`config.mk`:
```
export PLATFORM = sky130hd
export DESIGN_NAME = tt_um_cpu_handler
export DESIGN_NICKNAME = d
export VERILOG_FILES = /design/src/rtl/cpu_pkg.sv /design/src/rtl/mem_bus_if.sv /design/src/rtl/cpu_core.sv /design/src/rtl/byte_bus_bridge.sv /design/src/rtl/tt_um_cpu_handler.sv
export SDC_FILE = /design/constraint.sdc
export NUM_CORES = 1
export LEC_CHECK = 0
export ABC_AREA = 1
export BUFFER_PORTS_ARGS = -buffer_cell sky130_fd_sc_hd__buf_2
export CAP_MARGIN = 20
export CORE_UTILIZATION = 30
export CTS_CLUSTER_DIAMETER = 150
export DETAILED_ROUTE_END_ITERATION = 6
export GPL_ROUTABILITY_DRIVEN = 0
export GPL_TIMING_DRIVEN = 0
export SYNTH_ARGS = -nofsm -noshare
export SYNTH_HDL_FRONTEND = slang
export SYNTH_SLANG_ARGS = --single-unit
```
`constraint.sdc`:
```
create_clock -name clk -period 4 [get_ports clk]
set_input_delay 0.2 -clock clk [delete_from_list [all_inputs] [get_ports clk]]
set_output_delay 0.2 -clock clk [all_outputs]
set_load 0.01 [all_outputs]
```
`src/rtl/cpu_pkg.sv`:
```
// **************************************************
// CPU package: word and opcode types, instruction
// field layout and byte bus constants
// **************************************************
package cpu_pkg;

  typedef logic [31:0] word_t;      // Data, address and instruction word

  typedef enum logic [3:0] {
    NOP   = 4'h0,
    LDI   = 4'h1,                   // acc = operand
    LOAD  = 4'h2,                   // acc = mem[operand]
    STORE = 4'h3,                   // mem[operand] = acc
    ADD   = 4'h4,                   // acc = acc + mem[operand]
    SUB   = 4'h5,                   // acc = acc - mem[operand]
    JMP   = 4'h6,                   // pc = operand
    JZ    = 4'h7,                   // pc = operand if acc == 0
    HALT  = 4'hF
  } opcode_t;

  // Instruction layout
  localparam int OPCODE_MSB   = 31;
  localparam int OPCODE_LSB   = 28;
  localparam int OPERAND_BITS = 28; // Immediate value or word address

  // Byte bus
  localparam int BYTES_PER_WORD = 4;  // Beats per direction
  localparam int WRITE_FLAG_BIT = 31; // Address bit that marks a store

  typedef logic [3:0] beat_t;       // Bridge beat counter, 0 is idle

  // Last output beat and last input beat of a transaction
  localparam beat_t OUT_LAST_BEAT = beat_t'(BYTES_PER_WORD);
  localparam beat_t IN_LAST_BEAT  = beat_t'(2 * BYTES_PER_WORD);

endpackage

```
`src/rtl/mem_bus_if.sv`:
```
// **************************************************
// Word memory bus between CPU core and byte bridge
// **************************************************
`timescale 1ns/1ps

interface mem_bus_if;

  logic           req;    // One-cycle request pulse
  logic           write;  // Store when set
  cpu_pkg::word_t addr;   // Word address
  cpu_pkg::word_t wdata;
  cpu_pkg::word_t rdata;  // Valid while done is high
  logic           done;   // One-cycle completion pulse

  modport core (
    output req, write, addr, wdata,
    input  rdata, done
  );

  modport bridge (
    input  req, write, addr, wdata,
    output rdata, done
  );

endinterface

```
`src/rtl/cpu_core.sv`:
```
// **************************************************
// Accumulator CPU core, fetches and executes one
// instruction at a time over the word memory bus
// **************************************************
`timescale 1ns/1ps

module cpu_core (
  input  logic      clk,
  input  logic      rst_n,
  mem_bus_if.core   bus
);

  typedef enum logic [2:0] {
    FETCH,
    WAIT_FETCH,
    EXECUTE,
    MEM_ACCESS,
    WAIT_MEM,
    HALTED
  } state_t;

  state_t           state;
  cpu_pkg::word_t   pc;
  cpu_pkg::word_t   acc;
  cpu_pkg::word_t   ir;
  cpu_pkg::word_t   operand;
  cpu_pkg::word_t   alu_result;
  cpu_pkg::opcode_t op;
  logic             is_mem_op;
  logic             acc_zero;

  // Decode
  assign op       = cpu_pkg::opcode_t'(ir[cpu_pkg::OPCODE_MSB:cpu_pkg::OPCODE_LSB]);
  assign operand  = cpu_pkg::word_t'(ir[cpu_pkg::OPERAND_BITS-1:0]); // Zero extended
  assign acc_zero = (acc == '0);

  always_comb begin
    is_mem_op = (op == cpu_pkg::LOAD)  || (op == cpu_pkg::STORE) ||
                (op == cpu_pkg::ADD)   || (op == cpu_pkg::SUB);
  end

  // Accumulator result, rdata only matters in WAIT_MEM
  always_comb begin
    case (op)
      cpu_pkg::LDI:  alu_result = operand;
      cpu_pkg::LOAD: alu_result = bus.rdata;
      cpu_pkg::ADD:  alu_result = acc + bus.rdata;
      cpu_pkg::SUB:  alu_result = acc - bus.rdata;
      default:       alu_result = acc;          // STORE and the rest keep acc
    endcase
  end

  // Instruction register
  always_ff @(posedge clk) begin
    if (state == WAIT_FETCH && bus.done) begin
      ir <= bus.rdata;
    end
  end

  always_ff @(posedge clk or negedge rst_n) begin
    if (!rst_n) begin
      state     <= FETCH;
      pc        <= '0;
      acc       <= '0;
      bus.req   <= 1'b0;
      bus.write <= 1'b0;
      bus.addr  <= '0;
      bus.wdata <= '0;
    end else begin
      bus.req <= 1'b0;                          // Pulse only
      case (state)
        FETCH: begin
          bus.req   <= 1'b1;
          bus.write <= 1'b0;
          bus.addr  <= pc;
          state     <= WAIT_FETCH;
        end

        WAIT_FETCH: begin
          if (bus.done) begin
            pc    <= pc + 32'd1;
            state <= EXECUTE;
          end
        end

        EXECUTE: begin
          case (op)
            cpu_pkg::LDI: begin
              acc   <= alu_result;
              state <= FETCH;
            end
            cpu_pkg::JMP: begin
              pc    <= operand;
              state <= FETCH;
            end
            cpu_pkg::JZ: begin
              if (acc_zero) begin
                pc <= operand;
              end
              state <= FETCH;
            end
            cpu_pkg::HALT: begin
              state <= HALTED;
            end
            default: begin
              // Memory ops need a second transaction, others act as NOP
              state <= is_mem_op ? MEM_ACCESS : FETCH;
            end
          endcase
        end

        MEM_ACCESS: begin
          bus.req   <= 1'b1;
          bus.write <= (op == cpu_pkg::STORE);
          bus.addr  <= operand;
          bus.wdata <= acc;
          state     <= WAIT_MEM;
        end

        WAIT_MEM: begin
          if (bus.done) begin
            acc   <= alu_result;                // Unchanged for STORE
            state <= FETCH;
          end
        end

        HALTED: begin
          state <= HALTED;                      // No more requests
        end

        default: begin
          state <= FETCH;
        end
      endcase
    end
  end

endmodule

```
`src/rtl/byte_bus_bridge.sv`:
```
// **************************************************
// Byte bus bridge, serializes one word transaction
// onto the shared 8-bit pins and gathers the reply
// **************************************************
`timescale 1ns/1ps

module byte_bus_bridge (
  input  logic       clk,
  input  logic       rst_n,
  mem_bus_if.bridge  bus,
  input  logic [7:0] uio_in,
  output logic [7:0] uo_out,
  output logic [7:0] uio_out,
  output logic [7:0] uio_oe
);

  cpu_pkg::beat_t beat_cnt;     // 0 idle, 1-4 output beats, 5-8 input beats
  cpu_pkg::word_t merged_addr;
  cpu_pkg::word_t addr_q;
  cpu_pkg::word_t wdata_q;
  cpu_pkg::word_t read_q;
  logic [1:0]     byte_sel;
  logic           start;
  logic           in_beat;
  logic           done_q;

  // Write flag rides in the top address bit
  always_comb begin
    merged_addr                          = bus.addr;
    merged_addr[cpu_pkg::WRITE_FLAG_BIT] = bus.write;
  end

  assign start    = (beat_cnt == '0) && bus.req;
  assign in_beat  = (beat_cnt > cpu_pkg::OUT_LAST_BEAT);
  assign byte_sel = beat_cnt[1:0];      // Beats 1 to 3 load bytes 1 to 3

  // Pin sequencer
  always_ff @(posedge clk or negedge rst_n) begin
    if (!rst_n) begin
      beat_cnt <= '0;
      uo_out   <= '0;
      uio_out  <= '0;
      uio_oe   <= '0;
      done_q   <= 1'b0;
    end else begin
      done_q <= 1'b0;
      if (beat_cnt == '0) begin
        if (bus.req) begin
          beat_cnt <= 4'd1;
          uo_out   <= merged_addr[7:0];     // Byte 0 straight from the bus
          uio_out  <= bus.wdata[7:0];
          uio_oe   <= 8'hFF;
        end
      end else if (beat_cnt < cpu_pkg::OUT_LAST_BEAT) begin
        beat_cnt <= beat_cnt + 4'd1;
        uo_out   <= addr_q[8*byte_sel +: 8];
        uio_out  <= wdata_q[8*byte_sel +: 8];
      end else if (beat_cnt == cpu_pkg::OUT_LAST_BEAT) begin
        // Release the pins for the read beats
        beat_cnt <= beat_cnt + 4'd1;
        uo_out   <= '0;
        uio_out  <= '0;
        uio_oe   <= '0;
      end else if (beat_cnt < cpu_pkg::IN_LAST_BEAT) begin
        beat_cnt <= beat_cnt + 4'd1;
      end else begin
        beat_cnt <= '0;
        done_q   <= 1'b1;                   // Last read byte lands now
      end
    end
  end

  // Latched request and read shift, LSB first
  always_ff @(posedge clk) begin
    if (start) begin
      addr_q  <= merged_addr;
      wdata_q <= bus.wdata;
    end
    if (in_beat) begin
      read_q <= {uio_in, read_q[31:8]};
    end
  end

  assign bus.rdata = read_q;
  assign bus.done  = done_q;

endmodule

```
`src/rtl/tt_um_cpu_handler.sv`:
```
// **************************************************
// Tile top level, CPU core behind the byte bus bridge
// **************************************************
`timescale 1ns/1ps

module tt_um_cpu_handler (
  input  logic [7:0] ui_in,     // Not used
  input  logic [7:0] uio_in,    // Read bytes
  output logic [7:0] uo_out,    // Address bytes
  output logic [7:0] uio_out,   // Write-data bytes
  output logic [7:0] uio_oe,    // All ones during output beats
  input  logic       ena,
  input  logic       clk,
  input  logic       rst_n
);

  logic unused;

  mem_bus_if bus ();

  cpu_core u_core (
    .clk   (clk),
    .rst_n (rst_n),
    .bus   (bus.core)
  );

  byte_bus_bridge u_bridge (
    .clk     (clk),
    .rst_n   (rst_n),
    .bus     (bus.bridge),
    .uio_in  (uio_in),
    .uo_out  (uo_out),
    .uio_out (uio_out),
    .uio_oe  (uio_oe)
  );

  assign unused = &{ui_in, ena, 1'b0};  // Inputs without a function

endmodule

```
==> metrics.md, run 1 <==
| Metric | Value |
|---|---|
| Final setup vio count | `0` |
| Initial core utilization | `0.306` |
| Avg Inst Size Synth | `approximately 8 µm²` |
| Drt total wl | `~45000 µm` |
| Cell area after layout | `17600 µm²` |
| Routed length per instance | `about 17 µm` |
| Fmax | `about 0.27 GHz` |
| DR iter-0 viols | `between 1k and 1.5k` |
| Vias/cell | `4.95` |
| TritonCTS clock tree | `built` |
| HP Class | `input port to asynchronous set/reset pin` |
| Seq. cell area | `7670 µm²` |
| Crit path launch type | `flip-flop` |
| Die area | `between 50000 and 60000 µm²` |
| Share of cells above drive strength 1 | `0.0753` |
| Die H | `229 µm` |
| Combinational share of power | `0.468` |
| Switching power | `~6.8 mW` |
| CP max stage cell | `edfxtp_1` |
| Core area | `50400 µm²` |
| Area growth from synthesis to layout | `14.2%` |
| Status | `complete, no violations` |
| Top cell by count, worst path | `nand2_1` |
| Setup Buffers After CTS | `0` |
| Clk_lat worst skew | `approximately 0.59 ns` |
| Area post-placement | `approximately 17000 µm²` |
| Critical path data arrival time | `4.16 ns` |
| Crit share post-route | `0.917` |
| IO buf count | `33` |
| Dominant cell type by area after synthesis | `edfxtp_1` |
| Multi-input gate area | `between 6000 and 7000 µm²` |
| Reg2Reg Depth | `21` |
| Clock power frac | `0.189` |
| FFs w/ async S/R, synth | `0.544` |
| Top-level I/O count | `43` |
| Max-Cap Viols | `0` |
| Leakage Power | `7.94 nW` |
| Peak VDD IR | `399 µV` |
| Final core utilization | `0.350` |
| Mapped Area | `15400 µm²` |
| DRC | `0` |
| Synthesis-stage register bit count | `~280` |
| Hold Fails Final Rpt | `0` |
| TritonCTS Sinks | `~280` |
| Root Driver | `clkbuf_16` |
| Cell family with most CP delay | `simple AND/OR/NAND/NOR gates` |
| Largest net degree at the start of global routing | `80` |
| Initial antenna violation count | `0` |
| Longest Clk Path Bufs | `3` |
| Synth area leaders | `edfxtp_1 (25%), dfrtp_1 (25%), nand2_1 (11%), o21ai_0 (6.3%), inv_1 (5.9%)` |
| Worst EP required | `4.49 ns` |
| Clk pin slew, worst setup/hold paths | `~0.060 ns` |
| Pwr Density | `around 850 nW/µm²` |
| DR pass1 iterations | `6` |
| Sequential area share after synthesis | `0.498` |
| All-Layer GR Usage | `0.172` |
| Syn. warnings | `0` |
| Die X | `roughly 230 µm` |
| Worst Setup End Kind | `flip-flop` |
| Worst-path maximum fanout | `10` |
| Vias in the first global route | `12.6k` |
| Number of synthesized flops with an enable pin | `128` |
| Via count | `around 13k` |
| Final Max Tran Viols | `0` |
| Synth top area share | `0.249` |
| RR Startpoint | `u_core.ir[31]` |
| Rel. slew slack | `0.377` |
| Total grt overflow | `0` |
| Most numerous cell in the Yosys netlist | `nand2_1` |
| Critical Path Stages | `21` |
| Syn Inst Count | `1891` |
| Min cycle time layout | `roughly 3.7 ns` |
| Layout Skew | `roughly 0.018 ns` |
| Routed Antenna Nets | `0` |
| Hpwl dp | `around 35000 µm` |
| Seq pwr share | `0.343` |
| RSZ-0062 raised after global routing | `false` |
| Most frequent cells after synthesis | `nand2_1 (456), inv_1 (241), nor2_1 (202)` |
| Final #Nets | `between 2k and 2.5k` |
| CP Buf/Inv Count | `6` |
| CP startpoint | `u_core.ir[31]` |
| Power consumption | `between 10 and 15 mW` |
| Reg-to-reg slack, setup | `0.33 ns` |
| Internal power | `just over 8 mW` |
| Slew @ Worst Pin | `0.933 ns` |
| First-pass GRT wire length | `70600 µm` |
| Critical Path Max Stage Delay | `~0.50 ns` |
| Fill cell count | `between 5k and 6k` |
| # H-tree levels | `1` |
| Site Rows | `82` |
| Setup Crit Path Kind | `flip-flop to flip-flop` |
| Net Count, Synth | `roughly 2k` |
| TNS Setup | `0 ns` |
| Top FF cell, synth | `dfrtp_1` |
| Critical-path cell list | `inv_1 > nand2_2 > inv_1 > nand2_2 > inv_1 > buf_2 > nor2_1 > xor2_1 > inv_1 > ha_1 > nand2_1 > inv_1 > a21oi_1 > nand2_1 > nand2_1 > nand2_1 > nand2_1 > nand2_1 > nand2_1 > nand3_1 > a21oi_1` |
| Sw frac | `0.454` |
| CTS buffer count | `30` |
| Unique cell type count in the Yosys netlist | `49` |
power groups by stage:
| stage | Combinational (mW) | Sequential [mW] | Clock, mW |
|---|---|---|---|
| 3_3_place_gp | 6.67 | 5.14 | 0 |
| 3_5_place_dp | 6.85 | 5.15 | 0 |
| 2_1_floorplan | 4.87 | 4.85 | 0 |
| 6_report | 6.98 | 5.11 | 2.82 |
| 4_1_cts | 6.90 | 5.10 | 2.87 |
| 5_1_grt | 7.86 | 5.23 | 2.98 |
metal layers:
layer / up-vias / wire length [µm] / global-route usage
li1: 6404 / - / -
met1: 6213 / 20400 / 0.238
met2: 490 / 19800 / 0.265
met3: 90 / 3640 / 0.0356
met4: 0 / 1480 / 0.0577
met5: - / 0 / 0
registers in the layout (all words and copies together) (netlist names), 3 cells and up:
register	count
u_bridge.bus.rdata	32
u_bridge.uio_out	8
u_bridge.beat_cnt	4
u_core.pc	31
u_core.bus.wdata	32
u_bridge.uo_out	8
u_core.bus.addr	31
u_bridge.addr_q	32
u_core.state	3
u_core.ir	32
u_bridge.wdata_q	32
u_core.acc	32
final timing paths:
check,end
min in group clk,u_bridge.bus.rdata[31]
worst max-delay path,u_core.acc[28]
worst max register to register,u_core.acc[28]
worst min-delay path,u_bridge.uio_out[4]
worst min register to register,u_bridge.wdata_q[11]
max in group asynchronous,u_core.pc[21]
repair_timing:
item                                   in CTS  in global routing
endpoints found under the hold margin      86                  0
setup endpoints to repair                   0                  1
gates resized for setup                     0                  1
hold buffers                                9                  0
layout make-up:
| class | count | share of cell area |
|---|---|---|
| Clock buffer | 42 | 0.0463 |
| Tap cell | 672 | 0.0478 |
| Clock inverter | 14 | 0.0105 |
| Antenna cell | 1 | 0.000142 |
| Timing Repair Buffer | 45 | 0.0189 |
| Buffer | 72 | 0.0206 |
| Multi-Input combinational cell | 1291 | 0.367 |
| Sequential cell | 281 | 0.436 |
| Inverter | 247 | 0.0529 |
cells in the final DEF, fill, tap and decap left out, types with 22 or more instances in the layout:
cell,n
nand2_1,456
o21ai_0,195
nor3_1,22
o22ai_1,35
edfxtp_1,128
dfrtp_1,153
xor2_1,46
nor2_1,200
clkbuf_16,30
nand4_1,25
clkbuf_1,50
a21oi_1,56
ha_1,36
nand3_1,102
buf_2,46
a22oi_1,24
inv_1,240
metrics by stage:
stage / cells / setup slack (ns) / hold slack [ns]
detailed placement: 2599 / 0.388 / 0.251
floorplan: 1891 / 0.481 / -0.0956
global placement: 2596 / -0.952 / 0.379
global route: 2664 / 0.0670 / 0.223
CTS: 2664 / 0.328 / 0.214
finish: 2665 / 0.333 / 0.178
cell families after synthesis:
group | share of synthesized area
muxes | 0.00130
AOI/OAI and AO/OA | 0.126
and+or+nand+nor | 0.231
xor gates and xnor gates | 0.0290
adders and majority gates | 0.0305
buffers and inverters | 0.0840
DFF | 0.498
worst reg2reg max path: stages (launching register included):
cell and delay, ns:
edfxtp_1 0.50, inv_1 0.13, nand2_2 0.11, inv_1 0.14
nand2_2 0.17, inv_1 0.24, buf_2 0.29, nor2_1 0.10
xor2_1 0.14, inv_1 0.10, ha_1 0.34, nand2_1 0.11
inv_1 0.06, a21oi_1 0.27, nand2_1 0.18, nand2_1 0.09
nand2_1 0.09, nand2_1 0.14, nand2_1 0.07, nand2_1 0.06
nand3_1 0.10, a21oi_1 0.16
(Power assumes the default switching activity.)
==> run 2: changes to the inputs <==
--- a/config.mk
+++ b/config.mk
@@ -15,4 +15,5 @@
 export GPL_TIMING_DRIVEN = 0
 export SYNTH_ARGS = -nofsm -noshare
 export SYNTH_HDL_FRONTEND = slang
+export SYNTH_HIERARCHICAL = 1
 export SYNTH_SLANG_ARGS = --single-unit
==> run 2 against run 1 <==
The run now ends with DRC left. Total power rose by 4.7%. Utilization fell by 0.14 points. Clock-buffer cell count fell by 7. Synthesized area rose by 4.2%. Design area rose by 4.3%. Cell count rose by 7.9%. Fmax rose by 2.4%. First-iteration DRC count fell by 1.5%. Sequential power rose by 3%. Setup slack improved by 0.085 ns. Clock skew rose by 0.0039 ns. Largest cell class unchanged. Largest power group unchanged. Highest routed layer unchanged.
==> metrics.md, run 2 <==
| Metric | Value |
|---|---|
| Clock power frac | `0.196 (+0.007)` |
| Longest Clk Path Bufs | `3 (unchanged)` |
| Largest net degree at the start of global routing | `90 (+13%)` |
| Area growth from synthesis to layout | `14.4%` |
| Share of cells above drive strength 1 | `0.0823 (+0.00700)` |
| Clk_lat worst skew | `0.60 ns (about the same)` |
| Rel. slew slack | `0.366 (-0.0110)` |
| RR Startpoint | `u_bridge/bus.rdata[1]` |
| Most common cell after layout, fill and taps aside | `nand2_1` |
| Min cycle time layout | `3.58 ns (-0.0849 ns)` |
| RSZ-0062 raised after global routing | `false` |
| DRC | `10 (+10)` |
| Setup Crit Path Kind | `flip-flop to flip-flop` |
| Core area | `52800 µm² (+4.7%)` |
| Die H | `233 µm (+2.1%)` |
| CTS buffer count | `30 (unchanged)` |
| FF-to-FF End | `u_core/acc[28]` |
| Die X | `233 µm (+2.1%)` |
| Vias/cell | `4.86 (-1.9%)` |
| Status | `finished, violations left` |
| Setup crit end | `u_core/acc[28]` |
| First-pass GRT wire length | `73100 µm (+3.6%)` |
| Clk pin slew, worst setup/hold paths | `0.07 ns (about the same)` |
| Hold_buf cts | `9 (unchanged)` |
| Crit path launch type | `flip-flop` |
| Hpwl dp | `37300 µm (+5.2%)` |
| Peak VDD IR | `411 µV (+2.9%)` |
| Drt total wl | `47400 µm (+4.6%)` |
| IO buf count | `33 (unchanged)` |
| Seq pwr share | `0.338 (-0.005)` |
| Fill cell count | `5531 (+6.6%)` |
| Min setup slack post-route | `0.418 ns (+0.0849 ns)` |
| Max-Cap Viols | `0 (unchanged)` |
| Syn. warnings | `6 (+6)` |
| Routed Antenna Nets | `0 (unchanged)` |
| DR iter-0 viols | `1408 (-1.5%)` |
| Critical path data arrival time | `4.09 ns (-0.07 ns)` |
| Hold Fails Final Rpt | `0 (unchanged)` |
| Final Max Tran Viols | `0 (unchanged)` |
| Final setup vio count | `0 (unchanged)` |
| Worst Setup End Kind | `flip-flop` |
| Via count | `14.0k (+5.9%)` |
| Avg Inst Size Synth | `7.70 µm² (-5.6%)` |
| Root Driver | `clkbuf_16` |
| Sw frac | `0.457 (+0.00267)` |
| N_diodes | `0 (-1)` |
| Syn Inst Count | `2086 (+10%)` |
| Worst-path maximum fanout | `5 (-5)` |
| Leakage Power | `8.82 nW (+11%)` |
| Slew @ Worst Pin | `0.949 ns (+0.0165 ns)` |
| Crit share post-route | `0.896 (-0.0212)` |
| All-Layer GR Usage | `0.174 (+0.00176)` |
| Worst EP required | `4.51 ns (+0.02 ns)` |
| # H-tree levels | `1 (unchanged)` |
| Commonest cells after routing, fill and taps aside | `nand2_1 (619), inv_1 (302), nor2_1 (204)` |
| Initial core utilization | `0.304 (-0.00159)` |
| CTS resizes | `0 (unchanged)` |
| Die area | `54500 µm² (+4.2%)` |
| Mapped Area | `16100 µm² (+4.2%)` |
| TNS Setup | `0 ns (unchanged)` |
| Final #Nets | `2219 (+9.6%)` |
| WHS | `0.169 ns (-0.00911 ns)` |
| Internal power | `8.47 mW (+4.2%)` |
| Reg2Reg Depth | `17 (-19%)` |
| Top-level I/O count | `43 (unchanged)` |
| Failing checks | `DRC` |
| Total grt overflow | `0 (unchanged)` |
| Routed length per instance | `16.5 µm (-3.1%)` |
| Initial antenna violation count | `1 (+1)` |
| Pwr Density | `850 nW/µm² (+0.40%)` |
| Layout Skew | `0.0223 ns (+0.00387 ns)` |
| Site Rows | `84 (+2.4%)` |
| DP Worst Slack | `0.538 ns (+0.150 ns)` |
| Net Count, Synth | `2142 (+10%)` |
| DR pass1 iterations | `7 (+1)` |
| Final core utilization | `0.348 (-0.00136)` |
| Reg-to-reg slack, setup | `0.42 ns (+0.08 ns)` |
| Switching power | `7.13 mW (+5.4%)` |
| Setup Buffers After CTS | `0 (unchanged)` |
| Combinational share of power | `0.465 (-0.003)` |
| TritonCTS Sinks | `281 (unchanged)` |
| HP Class | `input port to asynchronous set/reset pin` |
| TritonCTS clock tree | `built` |
| Vias in the first global route | `13.2k (+4.4%)` |
| CP startpoint | `u_bridge/bus.rdata[1]` |
| Fmax | `0.279 GHz (+2.4%)` |
[run 2: power groups by stage]
stage | Clock, mW | Sequential (mW) | Combinational, mW
after detailed placement | 0 | 5.31 | 7.15
after floorplan | 0 | 4.93 | 5.16
after global routing | 3.22 | 5.39 | 8.18
final | 3.06 | 5.28 | 7.26
after CTS | 3.12 | 5.26 | 7.20
after global placement | 0 | 5.31 | 6.95
[run 2: metrics by stage]
step | power, mW | instance area, µm² | std cells
final | 15.6 | 18400 | 2875
after global routing | 16.8 | 18400 | 2875
after CTS | 15.6 | 18400 | 2875
after detailed placement | 12.5 | 17200 | 2810
after global placement | 12.3 | 17100 | 2807
after floorplan | 10.1 | 16100 | 2086
[run 2: final cells by class]
type                            count  area [µm²]  area share
Timing Repair Buffer               45         337      0.0183
Sequential cell                   281        7670       0.418
Clock buffer                       35         811      0.0441
Tap cell                          688         861      0.0469
Buffer                             76         408      0.0222
Clock inverter                     21         297      0.0161
Multi-Input combinational cell   1415        6800       0.370
Inverter                          314        1180      0.0644
[run 2: worst max-delay path: stages (launching register included)]
cell,delay [ns]
edfxtp_1,0.43
inv_1,0.13
ha_1,0.21
nand3_1,0.11
nor2_2,0.19
nand4_1,0.25
o21ai_0,0.34
o21ai_0,0.18
xor2_1,0.18
ha_1,0.46
nand2_1,0.15
nor2_1,0.15
nand2_1,0.07
inv_1,0.10
nand3_1,0.17
nand3_1,0.13
nand3_1,0.11
a21oi_1,0.15
[run 2: metal layers]
layer,up-vias,GRT usage,wire [µm],share of wire
met5,-,0,0,0
met4,0,0.0419,1150,0.024
met3,91,0.0349,4330,0.091
met2,582,0.272,20800,0.44
met1,6482,0.243,21200,0.45
li1,6815,-,-,-
[run 2: worst min-delay path by stage]
stage | cells after the start | endpoint
after CTS | 2 | u_bridge/uio_out[3]
after floorplan | 0 | u_bridge/beat_cnt[0]
after global routing | 2 | u_bridge/uio_out[3]
final | 2 | u_bridge/uio_out[3]
after global placement | 1 | u_bridge/bus.rdata[31]
after detailed placement | 1 | u_bridge/uio_out[3]
